--- src/rtl/soc_pkg.sv ---
package soc_pkg;

   // bus payload types
   typedef logic [31:0] addr_t;
   typedef logic [31:0] data_t;
   typedef logic [3:0]  strb_t;
   typedef logic [1:0]  resp_t;

   // pixel colour, one bit each for r, g, b
   typedef logic [2:0]  rgb_t;

   localparam resp_t RESP_OKAY   = 2'd0;
   localparam resp_t RESP_DECERR = 2'd3;

   // main ram, 32 KiB
   localparam addr_t RAM_BASE      = 32'h1c000000;
   localparam int    RAM_ADDR_BITS = 15;

   // text buffer, 2048 words
   localparam addr_t TEXT_BASE      = 32'h00010000;
   localparam int    TEXT_ADDR_BITS = 13;

endpackage

--- src/rtl/sram_read_port.sv ---
`timescale 1ns/10ps

module sram_read_port
   import soc_pkg::*;
#(
   parameter int INDEX_BITS = 13
) (
   input  logic                  clk,
   input  logic                  arst_n,
   input  addr_t                 araddr,
   input  logic                  arvalid,
   output logic                  arready,
   output data_t                 rdata,
   output resp_t                 rresp,
   output logic                  rvalid,
   input  logic                  rready,
   output logic [INDEX_BITS-1:0] mem_index,
   output logic                  mem_re,
   input  data_t                 mem_rdata
);

   logic fetch_q;

   always_ff @(posedge clk or negedge arst_n) begin
      if (!arst_n) begin
         arready <= 1'b0;
         fetch_q <= 1'b0;
         rvalid  <= 1'b0;
      end else begin
         arready <= arvalid && !arready && !fetch_q && !rvalid;
         fetch_q <= mem_re;
         if (fetch_q)
            rvalid <= 1'b1;
         else if (rready)
            rvalid <= 1'b0;
      end
   end

   // memory word is out one cycle after mem_re
   always_ff @(posedge clk) begin
      if (fetch_q)
         rdata <= mem_rdata;
   end

   assign mem_re    = arready && arvalid;
   assign mem_index = araddr[INDEX_BITS+1:2];
   assign rresp     = RESP_OKAY;

endmodule

--- config.mk ---
export PLATFORM = sky130hd
export DESIGN_NAME = sram_read_port
export DESIGN_NICKNAME = d
export VERILOG_FILES = /design/src/rtl/soc_pkg.sv /design/src/rtl/sram_read_port.sv
export SDC_FILE = /design/constraint.sdc
export NUM_CORES = 1
export LEC_CHECK = 0
export CAP_MARGIN = 20
export CORE_MARGIN = 8
export CORE_UTILIZATION = 55
export CTS_CLUSTER_SIZE = 12
export DETAILED_ROUTE_END_ITERATION = 10
export DONT_BUFFER_PORTS = 1
export GPL_TIMING_DRIVEN = 0
export PLACE_DENSITY = 0.7
export SETUP_SLACK_MARGIN = 0.3
export SYNTH_ARGS = -nofsm -noshare
export SYNTH_HDL_FRONTEND = slang
export SYNTH_SLANG_ARGS = --single-unit
--- constraint.sdc ---
create_clock -name clk -period 2.8 [get_ports clk]
set_input_delay 0.28 -clock clk [delete_from_list [all_inputs] [get_ports clk]]
set_output_delay 0.28 -clock clk [all_outputs]
set_load 0.005 [all_outputs]
After elaboration in Yosys (flattened, before gate mapping)
Index checks and enable logic that the tools add are counted.
{"block": "classes", "n_mux": 2, "n_reduce_logical": 8}
{"op": "1-bit logical AND", "count": 4}
{"op": "1-bit logical NOT", "count": 3}
{"op": "1-bit 2-to-1 mux", "count": 2}
{"op": "2-bit nonzero test", "count": 1}
{"block": "totals", "reg_bits": 35, "input_bits": 68, "word_cells": 14}

Depth between registers and ports, before layout
{"block": "depth", "ltp_word": 4, "ltp_mapped": 2, "mapped_depth_nobuf": 2}

Worst setup path before layout
No wires, ideal clock.
{"block": "synth_timing", "kind": "flip-flop to flip-flop", "from": "reg fetch_q", "to": "reg rdata[0] (enable)", "arrival_ns": 0.981, "required_ns": 2.410, "setup_slack_ns": 1.429, "stages_incl_launch_ff": 1, "n_path_buf": 0, "path_cell_list": "dfrtp_1"}
{"item": "from (decl)", "line": "sram_read_port.sv:22", "source": "logic fetch_q;"}
{"item": "from (signal assigned)", "line": "sram_read_port.sv:31", "source": "fetch_q <= mem_re;"}
{"item": "to (signal assigned)", "line": "sram_read_port.sv:42", "source": "rdata <= mem_rdata;"}
{"item": "to (decl)", "line": "sram_read_port.sv:13", "source": "output data_t rdata,"}
No word-level cell between the ends.

Final worst setup path
{"block": "layout_timing", "from": "reg fetch_q", "to": "reg rdata[30] (enable)"}
No word-level cell between the ends.

==> impl_metrics.ini <==
[setup_path]
worst-path-buf-inv = 1
cp-end-kind = flop
cp_top_family = flip-flops
cp.required_ns = 2.85
crit_arrival_ns = 1.36
slowest_delay_ns = 0.78
critPathKind = flop to flop
critPathMaxFanout = 20
crit_chain = buf_16
critical-path-slowest-cell = dfrtp_1
startpoint_type = flop

[timing]
maxSlewViolCount = 0
worst_slack_ns = 1.49
fin_skew_ns = 0.00790
period_minus_slack_ns = 1.31
setup_violations = 0
period_share_pct = 46.7
finalHoldViolCount = 0
max_freq_mhz = 764
tightest_slew_ns = 0.657
slew-limit-headroom_pct = 56.2
grt_setup_unrepaired = no
fin_tns_setup_ns = 0
worst_hold_slack_ns = 0.0392

[floorplan]
die_w_um = 62.4
dieArea_mm2 = 0.00390
start_util_pct = 55.7
fp-row-count = 17
core_area_mm2 = 0.00213
io_pins = 118
dieHeight_um = 62.4

[routing]
first_pass_iters = 4
avgRoutedWirePerCell_um = 23.1
route.vias.total = 547
drt_iter0_markers = 5
vias_per_cell = 5.02
ant_nets = 0
drcViolationCount = 0
drt_wl_total_um = 2520

[synth]
synth.area.top_cells = edfxtp_1 81%, buf_4 9.5%, dfrtp_1 6.3%
synthCells = 55
ys_seq_area_share_pct = 87.4
yosys_warnings = 0
yosys.area.top_type = edfxtp_1
syn_area_per_cell_um2 = 21.5
yosys.area.top_type_share_pct = 81.1
synth.distinct_cells = 8
ys_ff_latch = 35
mappedNetlistArea_mm2 = 0.00118

[placement]
placed_cell_area_mm2 = 0.00125
io_buffers = 0
place_ws_ns = 1.50
gp_congestion = 0.627
placedCellCount = 85

[layout]
nNetsFinal = 148
instances_no_fill = 109
postLayoutCellArea_mm2 = 0.00149
n_antenna_cell = 0
drive_above_1_share_pct = 29.6
area_growth_pct = 25.6
final_util_pct = 69.9
fillCellCount = 143
layout_commonest_cell = edfxtp_1
layout_common_cells = 32 x edfxtp_1, 16 x dlygate4sd3_1, 15 x buf_4

[grt]
grt_pass1_vias = 562
grt_pass1_wl_um = 3400
grt_overflow = 0
grt_max_degree = 21
track_usage_pct = 11.9
grt_antenna_before_repair = 0

[clock_tree]
clockBufferDepth = 2
clk_pin_slew_ns = 0.10
cts_sinks = 35
cts-root-buf = clkbuf_4
cts_buffers = 5
cts_hold_buf = 1
ctsResizeCount = 0
cts_tree = built
h-tree-depth = 2
cts_setup_buffers = 0
clk_latency_ns = 0.33

[flow_run]
max_cap_violations = 0

[power_and_ir_drop]
powerDensity_mw_per_mm2 = 699
p_total_mw = 1.04
ir_drop_mv = 0.515
p_leak_nw = 0.555

[outcome]
status = finished, final reports clean

[min_path]
hold_class = input pin to flop
sequential cells by signal (all words and copies together), names as in the netlist:
| signal | flops |
|---|---|
| rvalid | 1 |
| arready | 1 |
| fetch_q | 1 |
| rdata | 32 |
cell usage after synthesis:
master     n
edfxtp_1  32
buf_4     15
dfrtp_1    3
a21o_1     1
and2_1     1
conb_1     1
inv_1      1
nor4b_2    1
routing by layer:
metal | global-route usage (%) | up-vias | wire length [µm]
met5 | 0 | - | 0
met4 | 4.27 | 0 | 30
met3 | 10.0 | 3 | 277
met2 | 17.7 | 53 | 1330
met1 | 12.0 | 258 | 881
li1 | - | 233 | -
cell type report:
cell class              count  area [µm²]  share of cell area [%]
well taps                  28        35.0                    2.35
clock inverters             3        38.8                    2.61
plain buffers              15         113                    7.57
clock buffers               5        37.5                    2.52
flip-flops and latches     35        1040                    69.6
repair buffers             17         188                    12.6
inverters                   1        3.75                   0.252
multi-input cells           5        36.3                    2.44
worst paths after layout:
check | start | endpoint | slack (ns) | cells after the start
min reg2reg | arready$_DFF_PN0_ | arready$_DFF_PN0_ | 0.52 | 1
max reg2reg | fetch_q$_DFF_PN0_ | rdata[30]$_DFFE_PP_ | 1.49 | 1
min | mem_rdata[10] | rdata[10]$_DFFE_PP_ | 0.04 | 0
max | fetch_q$_DFF_PN0_ | rdata[30]$_DFFE_PP_ | 1.49 | 1
min in group asynchronous | arst_n | arready$_DFF_PN0_ | 0.19 | 1
max in group asynchronous | arst_n | fetch_q$_DFF_PN0_ | 2.46 | 1
cells by family (layout without fill, tap and decap cells):
logic type / count (synthesis) / count (layout) / share of synthesized area (%)
buffers and inverters: 16 / 41 / 9.82
flip-flops: 35 / 35 / 87.4
other: 1 / 2 / 0.316
AO/OA/AOI/OAI: 1 / 1 / 0.634
AND/OR/NAND/NOR: 2 / 2 / 1.80
power by group:
part | total (mW) | switching, mW | internal (mW) | leakage (nW)
registers | 0.637 | 0.0267 | 0.610 | 0.333
clock network | 0.344 | 0.160 | 0.183 | 0.0426
logic | 0.0600 | 0.0213 | 0.0386 | 0.179
Note: power is estimated with default switching activity, not from simulation.
