File: config.mk
export PLATFORM = sky130hd
export DESIGN_NAME = bus_decoder
export DESIGN_NICKNAME = d
export VERILOG_FILES = /design/src/rtl/soc_pkg.sv /design/src/rtl/bus_decoder.sv
export SDC_FILE = /design/constraint.sdc
export NUM_CORES = 1
export LEC_CHECK = 0
export BUFFER_PORTS_ARGS = -buffer_cell sky130_fd_sc_hd__buf_2
export CAP_MARGIN = 10
export CORE_AREA = 2 2 142 144
export CTS_CLUSTER_SIZE = 20
export DETAILED_ROUTE_END_ITERATION = 7
export DIE_AREA = 0 0 144 146
export GPL_TIMING_DRIVEN = 0
export SYNTH_ARGS = -nofsm -noshare
export SYNTH_HDL_FRONTEND = slang
export SYNTH_SLANG_ARGS = --single-unit
export TNS_END_PERCENT = 50
File: constraint.sdc
create_clock -name clk -period 1.6 [get_ports clk]
set_input_delay 0.24 -clock clk [delete_from_list [all_inputs] [get_ports clk]]
set_output_delay 0.24 -clock clk [all_outputs]
set_load 0.01 [all_outputs]
File: src/rtl/soc_pkg.sv
package soc_pkg;

   // bus payload types
   typedef logic [31:0] addr_t;
   typedef logic [31:0] data_t;
   typedef logic [3:0]  strb_t;
   typedef logic [1:0]  resp_t;

   // pixel colour, one bit each for r, g, b
   typedef logic [2:0]  rgb_t;

   localparam resp_t RESP_OKAY   = 2'd0;
   localparam resp_t RESP_DECERR = 2'd3;

   // main ram, 32 KiB
   localparam addr_t RAM_BASE      = 32'h1c000000;
   localparam int    RAM_ADDR_BITS = 15;

   // text buffer, 2048 words
   localparam addr_t TEXT_BASE      = 32'h00010000;
   localparam int    TEXT_ADDR_BITS = 13;

endpackage

File: src/rtl/bus_decoder.sv
`timescale 1ns/10ps

module bus_decoder
   import soc_pkg::*;
(
   input  logic  clk,
   input  logic  arst_n,
   input  addr_t awaddr,
   input  logic  awvalid,
   output logic  awready,
   input  data_t wdata,
   input  strb_t wstrb,
   input  logic  wvalid,
   output logic  wready,
   output resp_t bresp,
   output logic  bvalid,
   input  logic  bready,
   input  addr_t araddr,
   input  logic  arvalid,
   output logic  arready,
   output data_t rdata,
   output resp_t rresp,
   output logic  rvalid,
   input  logic  rready,
   output addr_t ram_awaddr,
   output logic  ram_awvalid,
   input  logic  ram_awready,
   output data_t ram_wdata,
   output strb_t ram_wstrb,
   output logic  ram_wvalid,
   input  logic  ram_wready,
   input  resp_t ram_bresp,
   input  logic  ram_bvalid,
   output logic  ram_bready,
   output addr_t ram_araddr,
   output logic  ram_arvalid,
   input  logic  ram_arready,
   input  data_t ram_rdata,
   input  resp_t ram_rresp,
   input  logic  ram_rvalid,
   output logic  ram_rready,
   output addr_t txt_awaddr,
   output logic  txt_awvalid,
   input  logic  txt_awready,
   output data_t txt_wdata,
   output strb_t txt_wstrb,
   output logic  txt_wvalid,
   input  logic  txt_wready,
   input  resp_t txt_bresp,
   input  logic  txt_bvalid,
   output logic  txt_bready
);

   typedef enum logic [2:0] {W_IDLE, W_RAM, W_TXT, W_ERR_ACC, W_ERR_RESP} wr_state_t;
   typedef enum logic [1:0] {R_IDLE, R_RAM, R_SELF_ACC, R_SELF_RESP} rd_state_t;

   wr_state_t w_state;
   rd_state_t r_state;
   resp_t     self_rresp;
   logic      w_hit_ram;
   logic      w_hit_txt;
   logic      r_hit_ram;
   logic      r_hit_txt;
   logic      w_sel_ram;
   logic      w_sel_txt;
   logic      r_sel_ram;

   function automatic logic in_window(input addr_t addr, input addr_t base, input int bits);
      return (addr >> bits) == (base >> bits);
   endfunction

   assign w_hit_ram = in_window(awaddr, RAM_BASE, RAM_ADDR_BITS);
   assign w_hit_txt = in_window(awaddr, TEXT_BASE, TEXT_ADDR_BITS);
   assign r_hit_ram = in_window(araddr, RAM_BASE, RAM_ADDR_BITS);
   assign r_hit_txt = in_window(araddr, TEXT_BASE, TEXT_ADDR_BITS);

   // decode live while idle, then follow the latched route
   assign w_sel_ram = (w_state == W_IDLE) ? w_hit_ram : (w_state == W_RAM);
   assign w_sel_txt = (w_state == W_IDLE) ? w_hit_txt : (w_state == W_TXT);
   assign r_sel_ram = (r_state == R_IDLE) ? r_hit_ram : (r_state == R_RAM);

   always_ff @(posedge clk or negedge arst_n) begin
      if (!arst_n) begin
         w_state <= W_IDLE;
      end else begin
         case (w_state)
            W_IDLE:
               if (awvalid && wvalid)
                  w_state <= w_hit_ram ? W_RAM : (w_hit_txt ? W_TXT : W_ERR_ACC);
            W_RAM:
               if (ram_bvalid && bready)
                  w_state <= W_IDLE;
            W_TXT:
               if (txt_bvalid && bready)
                  w_state <= W_IDLE;
            W_ERR_ACC:
               w_state <= W_ERR_RESP;
            W_ERR_RESP:
               if (bready)
                  w_state <= W_IDLE;
            default:
               w_state <= W_IDLE;
         endcase
      end
   end

   always_ff @(posedge clk or negedge arst_n) begin
      if (!arst_n) begin
         r_state    <= R_IDLE;
         self_rresp <= RESP_OKAY;
      end else begin
         case (r_state)
            R_IDLE:
               if (arvalid) begin
                  r_state    <= r_hit_ram ? R_RAM : R_SELF_ACC;
                  // text reads answer zero with okay
                  self_rresp <= r_hit_txt ? RESP_OKAY : RESP_DECERR;
               end
            R_RAM:
               if (ram_rvalid && rready)
                  r_state <= R_IDLE;
            R_SELF_ACC:
               r_state <= R_SELF_RESP;
            R_SELF_RESP:
               if (rready)
                  r_state <= R_IDLE;
            default:
               r_state <= R_IDLE;
         endcase
      end
   end

   assign ram_awaddr  = awaddr;
   assign ram_wdata   = wdata;
   assign ram_wstrb   = wstrb;
   assign ram_awvalid = awvalid && w_sel_ram;
   assign ram_wvalid  = wvalid && w_sel_ram;
   assign ram_bready  = bready && (w_state == W_RAM);

   assign txt_awaddr  = awaddr;
   assign txt_wdata   = wdata;
   assign txt_wstrb   = wstrb;
   assign txt_awvalid = awvalid && w_sel_txt;
   assign txt_wvalid  = wvalid && w_sel_txt;
   assign txt_bready  = bready && (w_state == W_TXT);

   assign ram_araddr  = araddr;
   assign ram_arvalid = arvalid && r_sel_ram;
   assign ram_rready  = rready && (r_state == R_RAM);

   // back to the master
   assign awready = (w_state == W_RAM) ? ram_awready :
                    (w_state == W_TXT) ? txt_awready : (w_state == W_ERR_ACC);
   assign wready  = (w_state == W_RAM) ? ram_wready :
                    (w_state == W_TXT) ? txt_wready : (w_state == W_ERR_ACC);
   assign bvalid  = (w_state == W_RAM) ? ram_bvalid :
                    (w_state == W_TXT) ? txt_bvalid : (w_state == W_ERR_RESP);
   assign bresp   = (w_state == W_RAM) ? ram_bresp :
                    (w_state == W_TXT) ? txt_bresp :
                    (w_state == W_ERR_RESP) ? RESP_DECERR : RESP_OKAY;

   assign arready = (r_state == R_RAM) ? ram_arready : (r_state == R_SELF_ACC);
   assign rvalid  = (r_state == R_RAM) ? ram_rvalid : (r_state == R_SELF_RESP);
   assign rdata   = (r_state == R_RAM) ? ram_rdata : '0;
   assign rresp   = (r_state == R_RAM) ? ram_rresp : self_rresp;

endmodule

-- Yosys cells after proc, flatten, opt, wreduce, memory -nomap -nowiden
Cells that the tools add are included.
- output and inout port bits: 217
- logic and storage cells: 67
- bits of input ports: 153
- flip-flop bits (word level): 7
- eq/ne operators: 18
- reductions and logical operators: 17
- multiplexer cells: 29
- operator list (kind ; number):
    $eq 19x4->1 const B ; 2
    $eq 17x14->1 const B ; 2
    $mux 32 ; 1
    $mux 2 ; 10
    $pmux 3 s5 ; 1
    $logic_and 1x1->1 ; 12
    $mux 1 ; 12
    $mux 3 ; 4
    $ne 2x1->1 const B ; 4
    $pmux 2 s4 ; 1
    $eq 3x2->1 const B ; 2
    $ne 2x2->1 const B ; 3
    $eq 2x2->1 const B ; 2
    $reduce_and 4->1 ; 1
    $eq 3x1->1 const B ; 1
    $eq 3x3->1 const B ; 1
    $logic_not 3->1 ; 1
    $reduce_and 3->1 ; 1
    $eq 2x1->1 const B ; 1
    $logic_not 2->1 ; 1
    $reduce_and 2->1 ; 1

-- Longest topological paths before layout
Gate-level depths: netlist of run 1.
- word-level depth: 5
- gate-level depth with buffers: 4
- mapped depth without buffers: 4

-- Worst setup path after synthesis of run 1
Ideal clock, no wire load.
- path kind: input-to-output
- from: input port awaddr[26]
- to: output port txt_awvalid
- arrival: 1373 ps
- path slack: -13 ps
- data required time: 1360 ps
- stages on the path: 4
- buffers on the path: 0
- path through: or4b_2 nor3_1 a21oi_1 nor2_1
- cells in the longest elaborated chain, start to end: 3
- ends and longest elaborated chain (item ; line ; text):
    start, declared ; bus_decoder.sv:8 ; input addr_t awaddr,
    $eq 19x4->1 ; bus_decoder.sv:69 ; return (addr >> bits) == (base >> bits);
    $mux 1 ; bus_decoder.sv:79 ; assign w_sel_txt = (w_state == W_IDLE) ? w_hit_txt : (w_state == W_TXT);
    $logic_and 1x1->1 ; bus_decoder.sv:143 ; assign txt_awvalid = awvalid && w_sel_txt;
    end, declared ; bus_decoder.sv:43 ; output logic txt_awvalid,
Every way passes these cells.

-- Worst setup path in the final report of run 1
- from: input port araddr[31]
- to: output port ram_arvalid
- cells in the longest elaborated chain, start to end: 3
- ends and longest elaborated chain (item ; line ; text):
    start, declared ; bus_decoder.sv:18 ; input addr_t araddr,
    $eq 17x14->1 ; bus_decoder.sv:69 ;
    $mux 1 ; bus_decoder.sv:80 ; assign r_sel_ram = (r_state == R_IDLE) ? r_hit_ram : (r_state == R_RAM);
    $logic_and 1x1->1 ; bus_decoder.sv:148 ; assign ram_arvalid = arvalid && r_sel_ram;
    end, declared ; bus_decoder.sv:36 ; output logic ram_arvalid,
Every way passes these cells.

==> results of run 1 <==
==> area by class of cell <==
type	count	area, µm²	area share, %
inverter	3	13.8	0.319
multi-input combinational	110	757	17.6
buffer	177	1340	31.0
clock buffer	3	75.1	1.74
timing repair buffer	316	1640	38.1
tap	265	332	7.69
sequential	6	154	3.57
==> per-layer routing <==
metal  track usage [%]  wire [µm]  share of wire (%)
met4             0.392          8              0.081
met5                 0          0                  0
met1              9.94       3850                 39
met3              1.28        836                8.4
met2              16.2       5210                 53
==> worst max path at each step <==
| stage | from | end | slack, ns | cells after the start |
|---|---|---|---|---|
| floorplan | awaddr[26] | txt_wvalid | -0.01 | 4 |
| global placement | araddr[21] | ram_arvalid | -0.31 | 6 |
| detailed placement | araddr[15] | ram_arvalid | -0.34 | 6 |
| CTS | araddr[31] | ram_arvalid | -0.16 | 6 |
| global route | araddr[31] | ram_arvalid | -0.26 | 6 |
| finish | araddr[31] | ram_arvalid | -0.14 | 6 |
==> stage by stage <==
step / hold slack [ns] / TNS [ns]
after floorplan: -0.0556 / -0.0176
after global placement: 0.0993 / -2.36
after detailed placement: 0.100 / -3.03
after CTS: 0.291 / -0.233
after global routing: 0.320 / -0.770
final: 0.281 / -0.144
==> sequential cells by signal, summed over array words and instances (netlist names) <==
signal / flops
r_state: 2
self_rresp: 1
w_state: 3
==> power by group <==
part           switching (W)  internal, W  leakage, nW
sequential          0.000107     0.000222       0.0679
combinational        0.00140      0.00133         2.54
clock              0.0000835     0.000321       0.0370
==> cell families (layout without fill, tap and decap cells) <==
family                 after synthesis  in the layout  synth area share, %
AOI/OAI and AO/OA                   22             22                 6.61
and+or+nand+nor                     88             88                 23.2
buffers and inverters              181            499                 63.0
DFF                                  6              6                 7.22
==> critical path: cells and delay by family <==
kind,cells,cell delay (ns)
AOI/OAI and AO/OA,1,0.13
buffers and inverters,2,0.24
and+or+nand+nor,3,0.89
==> synth_stat cells <==
cell / count
buf_4: 168
and3_1: 35
nand2_1: 19
nor2_1: 14
clkbuf_1: 10
o21ai_0: 7
a21oi_1: 6
dfrtp_1: 6
nor4_1: 6
nor3_1: 4
a22oi_1: 3
a32o_1: 3
inv_1: 3
nor2b_1: 2
or4b_2: 2
a21o_1: 1
a31oi_1: 1
and4_1: 1
and4b_1: 1
nand2b_1: 1
nand3b_1: 1
nand4_1: 1
o22ai_1: 1
or4_4: 1
==> repair_timing <==
item / in CTS / in global routing
setup endpoints to repair: 44 / 44
resized for setup: 46 / 20
pin swaps: 12 / 8
hold buffers: 1 / 0
endpoints found under the hold margin: 6 / 0
gates cloned: 0 / 0
setup buffers: 7 / 2
==> impl_metrics.tcl, run 1 <==
set metrics [dict create \
    rsz0062_at_grt "yes" \
    clock_skew_ns 0.0000854 \
    status "finished with violations" \
    path_cells "buf_6 -> nor4_4 -> nand4_1 -> or4_4 -> a21oi_2 -> buf_2" \
    cts_tree "done" \
    io_pins 370 \
    maxCapViolations 0 \
    synth_top_area_cell "buf_4" \
    insertion_delay_ns 0.23 \
    cp-start-kind "input pin" \
    synth_area_per_cell_um2 7.01 \
    core-area_um2 19300 \
    syn_nets 450 \
    die_w_um 144 \
    grt_pass1_wl_mm 14.0 \
    ys_ff_latch 6 \
    final-hold-violation-count 0 \
    dp_hpwl_mm 8.80 \
    place_area_um2 3950 \
    clockRootBuffer "clkbuf_16" \
    relSlewSlack_pct 70.5 \
    antenna_cells 0 \
    total_power_w 0.00346 \
    layout_common_cells "buf_2, buf_4, and3_1" \
    synth_area_um2 2080 \
    postRouteAntennaNets 0 \
    drt_wl_total_mm 9.91 \
    reg2reg_to "w_state[0]$_DFFE_PN0P_" \
    dp_cells 869 \
    hold_path.class "in2reg" \
    worst-path-max-fanout 2 \
    slew_violations 0 \
    die_h_um 146 \
    final_cells 880 \
    setup_ws_ns -0.144 \
    p_leak_nw 2.65 \
    grt_max_degree 12 \
    globalplace.congestion 0.691 \
    worst_pin_slew_ns 0.438 \
    portBuffers 307 \
    r2r_start "w_state[2]$_DFFE_PN0P_" \
    layout_commonest_cell "buf_2" \
    ff2ff_setup_slack_ns 0.36 \
    final_area_um2 4310 \
    crit_type "in2out" \
    synthTopCellsByArea "buf_4, and3_1, dfrtp_1" \
    antenna_found_initial 0 \
    finalCritPeriodShare_pct 109 \
    hp-start "bready" \
    grt_overflow 0 \
    layout.nets 770 \
    wl_per_cell_um 11.3 \
    pwr_density_cell_nw_per_um2 803 \
    worstPathArrival_ns 1.50 \
    grtUsageTotal_pct 8.34 \
    grt_pass1_vias 2660 \
    cts-htree-levels 1 \
    cp_slowest_cell "or4_4" \
    ir_drop_mv 0.452 \
    die-area_um2 21000 \
    firstDrtPassIters 4 \
    slowest_delay_ns 0.47 \
    cts.clk_slew.worst_paths_ns 0.03 \
    synth_top_area_share_pct 60.6 \
    nFillCells 2203 \
    floorplan.rows 51 \
    fin_util_pct 22.3 \
    start_util_pct 10.8 \
    min_to "w_state[2]$_DFFE_PN0P_" \
    fmax_mhz 573 \
    post-place-ws_ns -0.341 \
    yosysWarnings 0 \
    cp.required_ns 1.36 \
    setup_viol_count_final 1 \
    vias 2859 \
    fin_crit_ns 1.74 \
    vias_per_cell 3.25 \
    holdPathStages 2 \
    cts_buffers 3 \
    drc_errors 0 \
    drive_above_1_share_pct 84.9 \
    ff2ff_path_depth 3 \
    violations "negative setup slack" \
    ys_types 24 \
    cts_buffer_depth 2 \
    area_growth_pct 107 \
    first_iter_violations 85 \
    worstSetupEndpointType "primary output" \
    cts.sinks 6 \
    synth_cells 297 \
    yosysSeqAreaShare_pct 7.22 \
]
(Power assumes the default switching activity.)
==> run 2: changes to the inputs <==
==> constraint.sdc (replaced) <==
create_clock -name clk -period 1.6 [get_ports clk]
set_input_delay 0.24 -clock clk [delete_from_list [all_inputs] [get_ports clk]]
set_output_delay 0.24 -clock clk [all_outputs]
set_load 0.05 [all_outputs]
==> run 2 against run 1 <==
Compared with the run above:
- the flow still finishes with violations (negative setup slack)
- register-to-register slack barely moved
- wire length is 3.4% higher
- maximum frequency fell by 5.7%
- die area is the same
- via count rose by 3.4%
- clock skew about the same
- total power increased by 76%
- global-route usage hardly changed
- sequential power decreased by 6.7%
- critical path type unchanged
- critical endpoint unchanged
- largest power group unchanged
==> impl_metrics.tcl, run 2 (synthesis results as in run 1) <==
set metrics [dict create \
    status "finished with violations" \
    violations "negative setup slack" \
    rsz0062_at_grt "yes" \
    cp-start-kind "input pin" \
    p_leak_nw 2.74 \
    largest_register_ffs 3 \
    vias 2957 \
    ff2ff_path_depth 4 \
    maxCapViolations 0 \
    hp-start "bready" \
    cts-htree-levels 1 \
    grt_pass1_vias 2690 \
    die_h_um 146 \
    antenna_found_initial 1 \
    layout.nets 779 \
    cts_buffer_depth 2 \
    grt_overflow 0 \
    start_util_pct 10.8 \
    core-area_um2 19300 \
    path_cells "buf_8 -> nor4_4 -> nand4_1 -> or4_4 -> a21oi_4 -> buf_6" \
    worst_pin_slew_ns 0.355 \
    final-hold-violation-count 0 \
    worstSetupEndpointType "primary output" \
    nFillCells 2144 \
    die_w_um 144 \
    r2r_start "w_state[1]$_DFFE_PN0P_" \
    relSlewSlack_pct 76.1 \
    dp_hpwl_mm 8.95 \
    cp_slowest_cell "or4_4" \
    cts.clk_slew.worst_paths_ns 0.03 \
    drt_wl_total_mm 10.2 \
    reg2reg_to "w_state[1]$_DFFE_PN0P_" \
    ff_latch_area_um2 155 \
    drive_above_1_share_pct 86.5 \
    hold_path.class "in2reg" \
    grt_max_degree 12 \
    globalplace.congestion 0.742 \
    area_growth_pct 124 \
    slew_violations 0 \
    pwr_density_cell_nw_per_um2 1310 \
    ir_drop_mv 1.11 \
    vias_per_cell 3.32 \
    grtUsageTotal_pct 8.36 \
    dp_cells 869 \
    postRouteAntennaNets 0 \
    setup_viol_count_final 8 \
    largest_register "w_state" \
    cts.sinks 6 \
    crit_type "in2out" \
    cp.required_ns 1.36 \
    io_pins 370 \
    fin_tns_setup_ns -0.650 \
    min_to "w_state[2]$_DFFE_PN0P_" \
    fin_util_pct 24.1 \
    drc_errors 0 \
    worstPathArrival_ns 1.61 \
    floorplan.rows 51 \
    clockRootBuffer "clkbuf_16" \
    grt_pass1_wl_mm 13.8 \
    layout_commonest_cell "buf_2" \
    finalCritPeriodShare_pct 116 \
    reg.largest.list "w_state x3, r_state x2, self_rresp x1" \
    cts_tree "done" \
    holdPathStages 2 \
    layout_common_cells "buf_2, buf_4, and3_1" \
    multi_input_area_um2 816 \
    fin_crit_ns 1.85 \
    total_power_w 0.00611 \
    clock_skew_ns 0.0000367 \
    setup_ws_ns -0.250 \
    slowest_delay_ns 0.49 \
    insertion_delay_ns 0.23 \
    die-area_um2 21000 \
    cts_buffers 3 \
    startpoint "araddr[31]" \
    cp_top_family "simple AND/OR/NAND/NOR gates" \
    worst-path-max-fanout 2 \
    fmax_mhz 541 \
    first_iter_violations 54 \
    firstDrtPassIters 4 \
    portBuffers 307 \
    final_cells 890 \
    ff2ff_setup_slack_ns 0.36 \
    critPathBufInv 2 \
    wl_per_cell_um 11.5 \
    post-place-ws_ns -0.455 \
]
==> run 2: through the flow <==
step / hold slack [ns] / cell area, µm²
global placement: 0.112 / 4000
global route: 0.311 / 4660
CTS: 0.292 / 4470
detailed placement: 0.115 / 4000
finish: 0.290 / 4660
floorplan: -0.0556 / 2130
==> run 2: repair_timing <==
item	in CTS	in global routing
hold buffers	1	0
pin swaps	10	8
buffers inserted	9	8
gates resized for setup	104	40
hold endpoints to repair	6	0
endpoints found under the setup margin	46	48
==> run 2: power breakdown <==
group          switching, W  total (W)  internal, W
Combinational       0.00353    0.00539      0.00186
Sequential        0.0000829   0.000307     0.000224
Clock             0.0000880   0.000409     0.000321
Total               0.00370    0.00611      0.00241
==> run 2: per-layer routing <==
layer  global-route usage (%)  vias up  wire length, µm
met1                     8.53     1293             3570
li1                         -     1472                -
met5                        0        -                0
met3                     1.81        0              893
met2                     17.6      192             5780
met4                    0.343        0                0
==> run 2: worst max path at each step <==
stage,cells after the start,slack (ns),end
3_5_place_dp,6,-0.45,ram_arvalid
3_3_place_gp,6,-0.44,ram_arvalid
4_1_cts,6,-0.25,ram_arvalid
5_1_grt,6,-0.33,ram_arvalid
2_1_floorplan,3,-0.15,awready
6_report,6,-0.25,ram_arvalid
==> run 2: layout make-up <==
type                            count  area share [%]
Tap cell                          265            7.11
Clock buffer                        3            1.61
Multi-Input combinational cell    110            17.5
Timing Repair Buffer              325            41.1
Sequential cell                     6            3.33
Antenna cell                        1          0.0537
Buffer                            177            29.0
Inverter                            3           0.295
==> run 3: changes to the inputs <==
--- a/config.mk
+++ b/config.mk
@@ -11,7 +11,6 @@
 export CTS_CLUSTER_SIZE = 20
 export DETAILED_ROUTE_END_ITERATION = 7
 export DIE_AREA = 0 0 144 146
-export GPL_TIMING_DRIVEN = 0
 export SYNTH_ARGS = -nofsm -noshare
 export SYNTH_HDL_FRONTEND = slang
 export SYNTH_SLANG_ARGS = --single-unit
==> run 3 against run 2 <==
Compared with the run above:
- the flow still finishes with violations (negative setup slack)
- setup slack gained 0.030 ns
- utilization is 9.1 points lower
- design area down 38%
- clock skew hardly changed
- maximum frequency increased by 1.7%
- total power fell by 17%
- via count down 32%
- sequential cell count unchanged
==> impl_metrics.tcl, run 3 (synthesis results as in run 1) <==
set metrics [dict create \
    die_h_um 146 \
    status "finished with violations" \
    layout_commonest_cell "buf_2" \
    nFillCells 2190 \
    fin_crit_ns 1.82 \
    wl_per_cell_um 13.1 \
    largest_register_ffs 3 \
    cp-start-kind "input pin" \
    pwr_density_cell_nw_per_um2 1740 \
    violations "negative setup slack" \
    drive_above_1_share_pct 75.5 \
    multi_input_area_um2 828 \
    grtUsageTotal_pct 6.64 \
    slew_violations 0 \
    post-place-ws_ns -0.504 \
    cts-htree-levels 1 \
    path_cells "buf_6 -> nor4_4 -> nand4_1 -> or4_4 -> a21oi_4 -> buf_6" \
    ff2ff_setup_slack_ns 0.34 \
    grt_pass1_wl_mm 10.6 \
    relSlewSlack_pct 75.9 \
    vias 2019 \
    clockRootBuffer "clkbuf_16" \
    ff2ff_path_depth 3 \
    worstSetupEndpointType "primary output" \
    cts_tree "done" \
    cp_slowest_cell "or4_4" \
    worst-path-max-fanout 2 \
    area_growth_pct 39.9 \
    ff_latch_area_um2 155 \
    cts.clk_slew.worst_paths_ns 0.04 \
    worst_pin_slew_ns 0.359 \
    drc_errors 0 \
    fin_tns_setup_ns -0.336 \
    postRouteAntennaNets 0 \
    final-hold-violation-count 0 \
    die-area_um2 21000 \
    largest_register "w_state" \
    cts.sinks 6 \
    vias_per_cell 3.32 \
    cts_buffers 3 \
    layout_common_cells "buf_2, buf_4, and3_1" \
    slowest_delay_ns 0.49 \
    cp.required_ns 1.36 \
    drt_wl_total_mm 7.97 \
    crit_type "in2out" \
    critPathBufInv 2 \
    cts_buffer_depth 2 \
    floorplan.rows 51 \
    setup_ws_ns -0.220 \
    cp_top_family "simple AND/OR/NAND/NOR gates" \
    setup_viol_count_final 3 \
    core-area_um2 19300 \
    whs_ns 0.299 \
    worstPathArrival_ns 1.58 \
    place_area_um2 2390 \
    firstDrtPassIters 4 \
    grt_overflow 0 \
    min_to "r_state[1]$_DFFE_PN0P_" \
    clock_skew_ns 0.000162 \
    first_iter_violations 44 \
    reg.largest.list "w_state x3, r_state x2, self_rresp x1" \
    r2r_start "w_state[1]$_DFFE_PN0P_" \
    grt_pass1_vias 1958 \
    cpMostUsedCell "buf_6" \
    hold_path.class "in2reg" \
    antenna_cells 0 \
    insertion_delay_ns 0.23 \
    grt_max_degree 38 \
    maxCapViolations 0 \
    start_util_pct 10.8 \
    globalplace.congestion 0.711 \
    layout.nets 498 \
    final_area_um2 2910 \
    p_leak_nw 1.50 \
    fmax_mhz 550 \
    portBuffers 196 \
    die_w_um 144 \
    antenna_found_initial 0 \
    rsz0062_at_grt "yes" \
    hp-start "arvalid" \
    holdPathStages 2 \
    io_pins 370 \
    finalCritPeriodShare_pct 114 \
    ir_drop_mv 0.939 \
    dp_hpwl_mm 6.50 \
    reg2reg_to "w_state[0]$_DFFE_PN0P_" \
]
## run 3: cell types whose count changed in the layout (fill, tap and decap cells not counted), moves of 3 or more
cell	delta
buf_12	+6
dfrtp_2	+3
buf_4	-160
buf_2	-120
buf_8	-5
## run 3: timing repair
action	CTS	global route
endpoints found under the hold margin	6	0
setup endpoints to repair	46	50
pin swaps	14	7
gates cloned	0	1
hold buffers	1	0
gates resized for setup	81	34
buffers inserted	3	0
## run 3: stage by stage
step / cells / total power, W / utilization (%)
finish: 608 / 0.00506 / 15.1
global route: 608 / 0.00532 / 15.1
CTS: 607 / 0.00483 / 14.3
detailed placement: 602 / 0.00399 / 12.4
global placement: 602 / 0.00396 / 12.4
floorplan: 297 / 0.00378 / -
## run 3: where the power goes
part | total (W) | internal [W] | switching (W)
Clock | 0.000418 | 0.000322 | 0.0000956
Sequential | 0.000369 | 0.000225 | 0.000144
Combinational | 0.00427 | 0.00145 | 0.00282
Total | 0.00506 | 0.00200 | 0.00306
## run 3: area by class of cell
type                       count  share of cell area [%]
timing repair buffer         221                    51.8
multi-input combinational    110                    28.5
inverter                       3                   0.473
tap                          265                    11.4
sequential                     6                    5.33
clock buffer                   3                    2.58
## run 3: worst register-to-register path, stage by stage (launching register included)
cell and delay (ns):
dfrtp_2 0.47, buf_6 0.16, nor4_1 0.36, a32o_1 0.19
## run 3: worst max-delay path by stage
stage / from / end / slack, ns / cells after the start
global route: araddr[31] / ram_arvalid / -0.31 / 6
floorplan: w_state[0]$_DFFE_PN0P_ / awready / -0.15 / 3
CTS: araddr[31] / ram_arvalid / -0.26 / 6
finish: araddr[31] / ram_arvalid / -0.22 / 6
global placement: araddr[21] / ram_arvalid / -0.51 / 7
detailed placement: araddr[21] / ram_arvalid / -0.50 / 7
## run 3: routing by layer
metal | part of all wire (%) | global-route usage [%] | vias up
met1 | 31 | 5.93 | 889
met5 | 0 | 0 | -
met4 | 6.6 | 4.46 | 0
met2 | 50 | 11.6 | 165
met3 | 12 | 3.29 | 58
li1 | - | - | 907
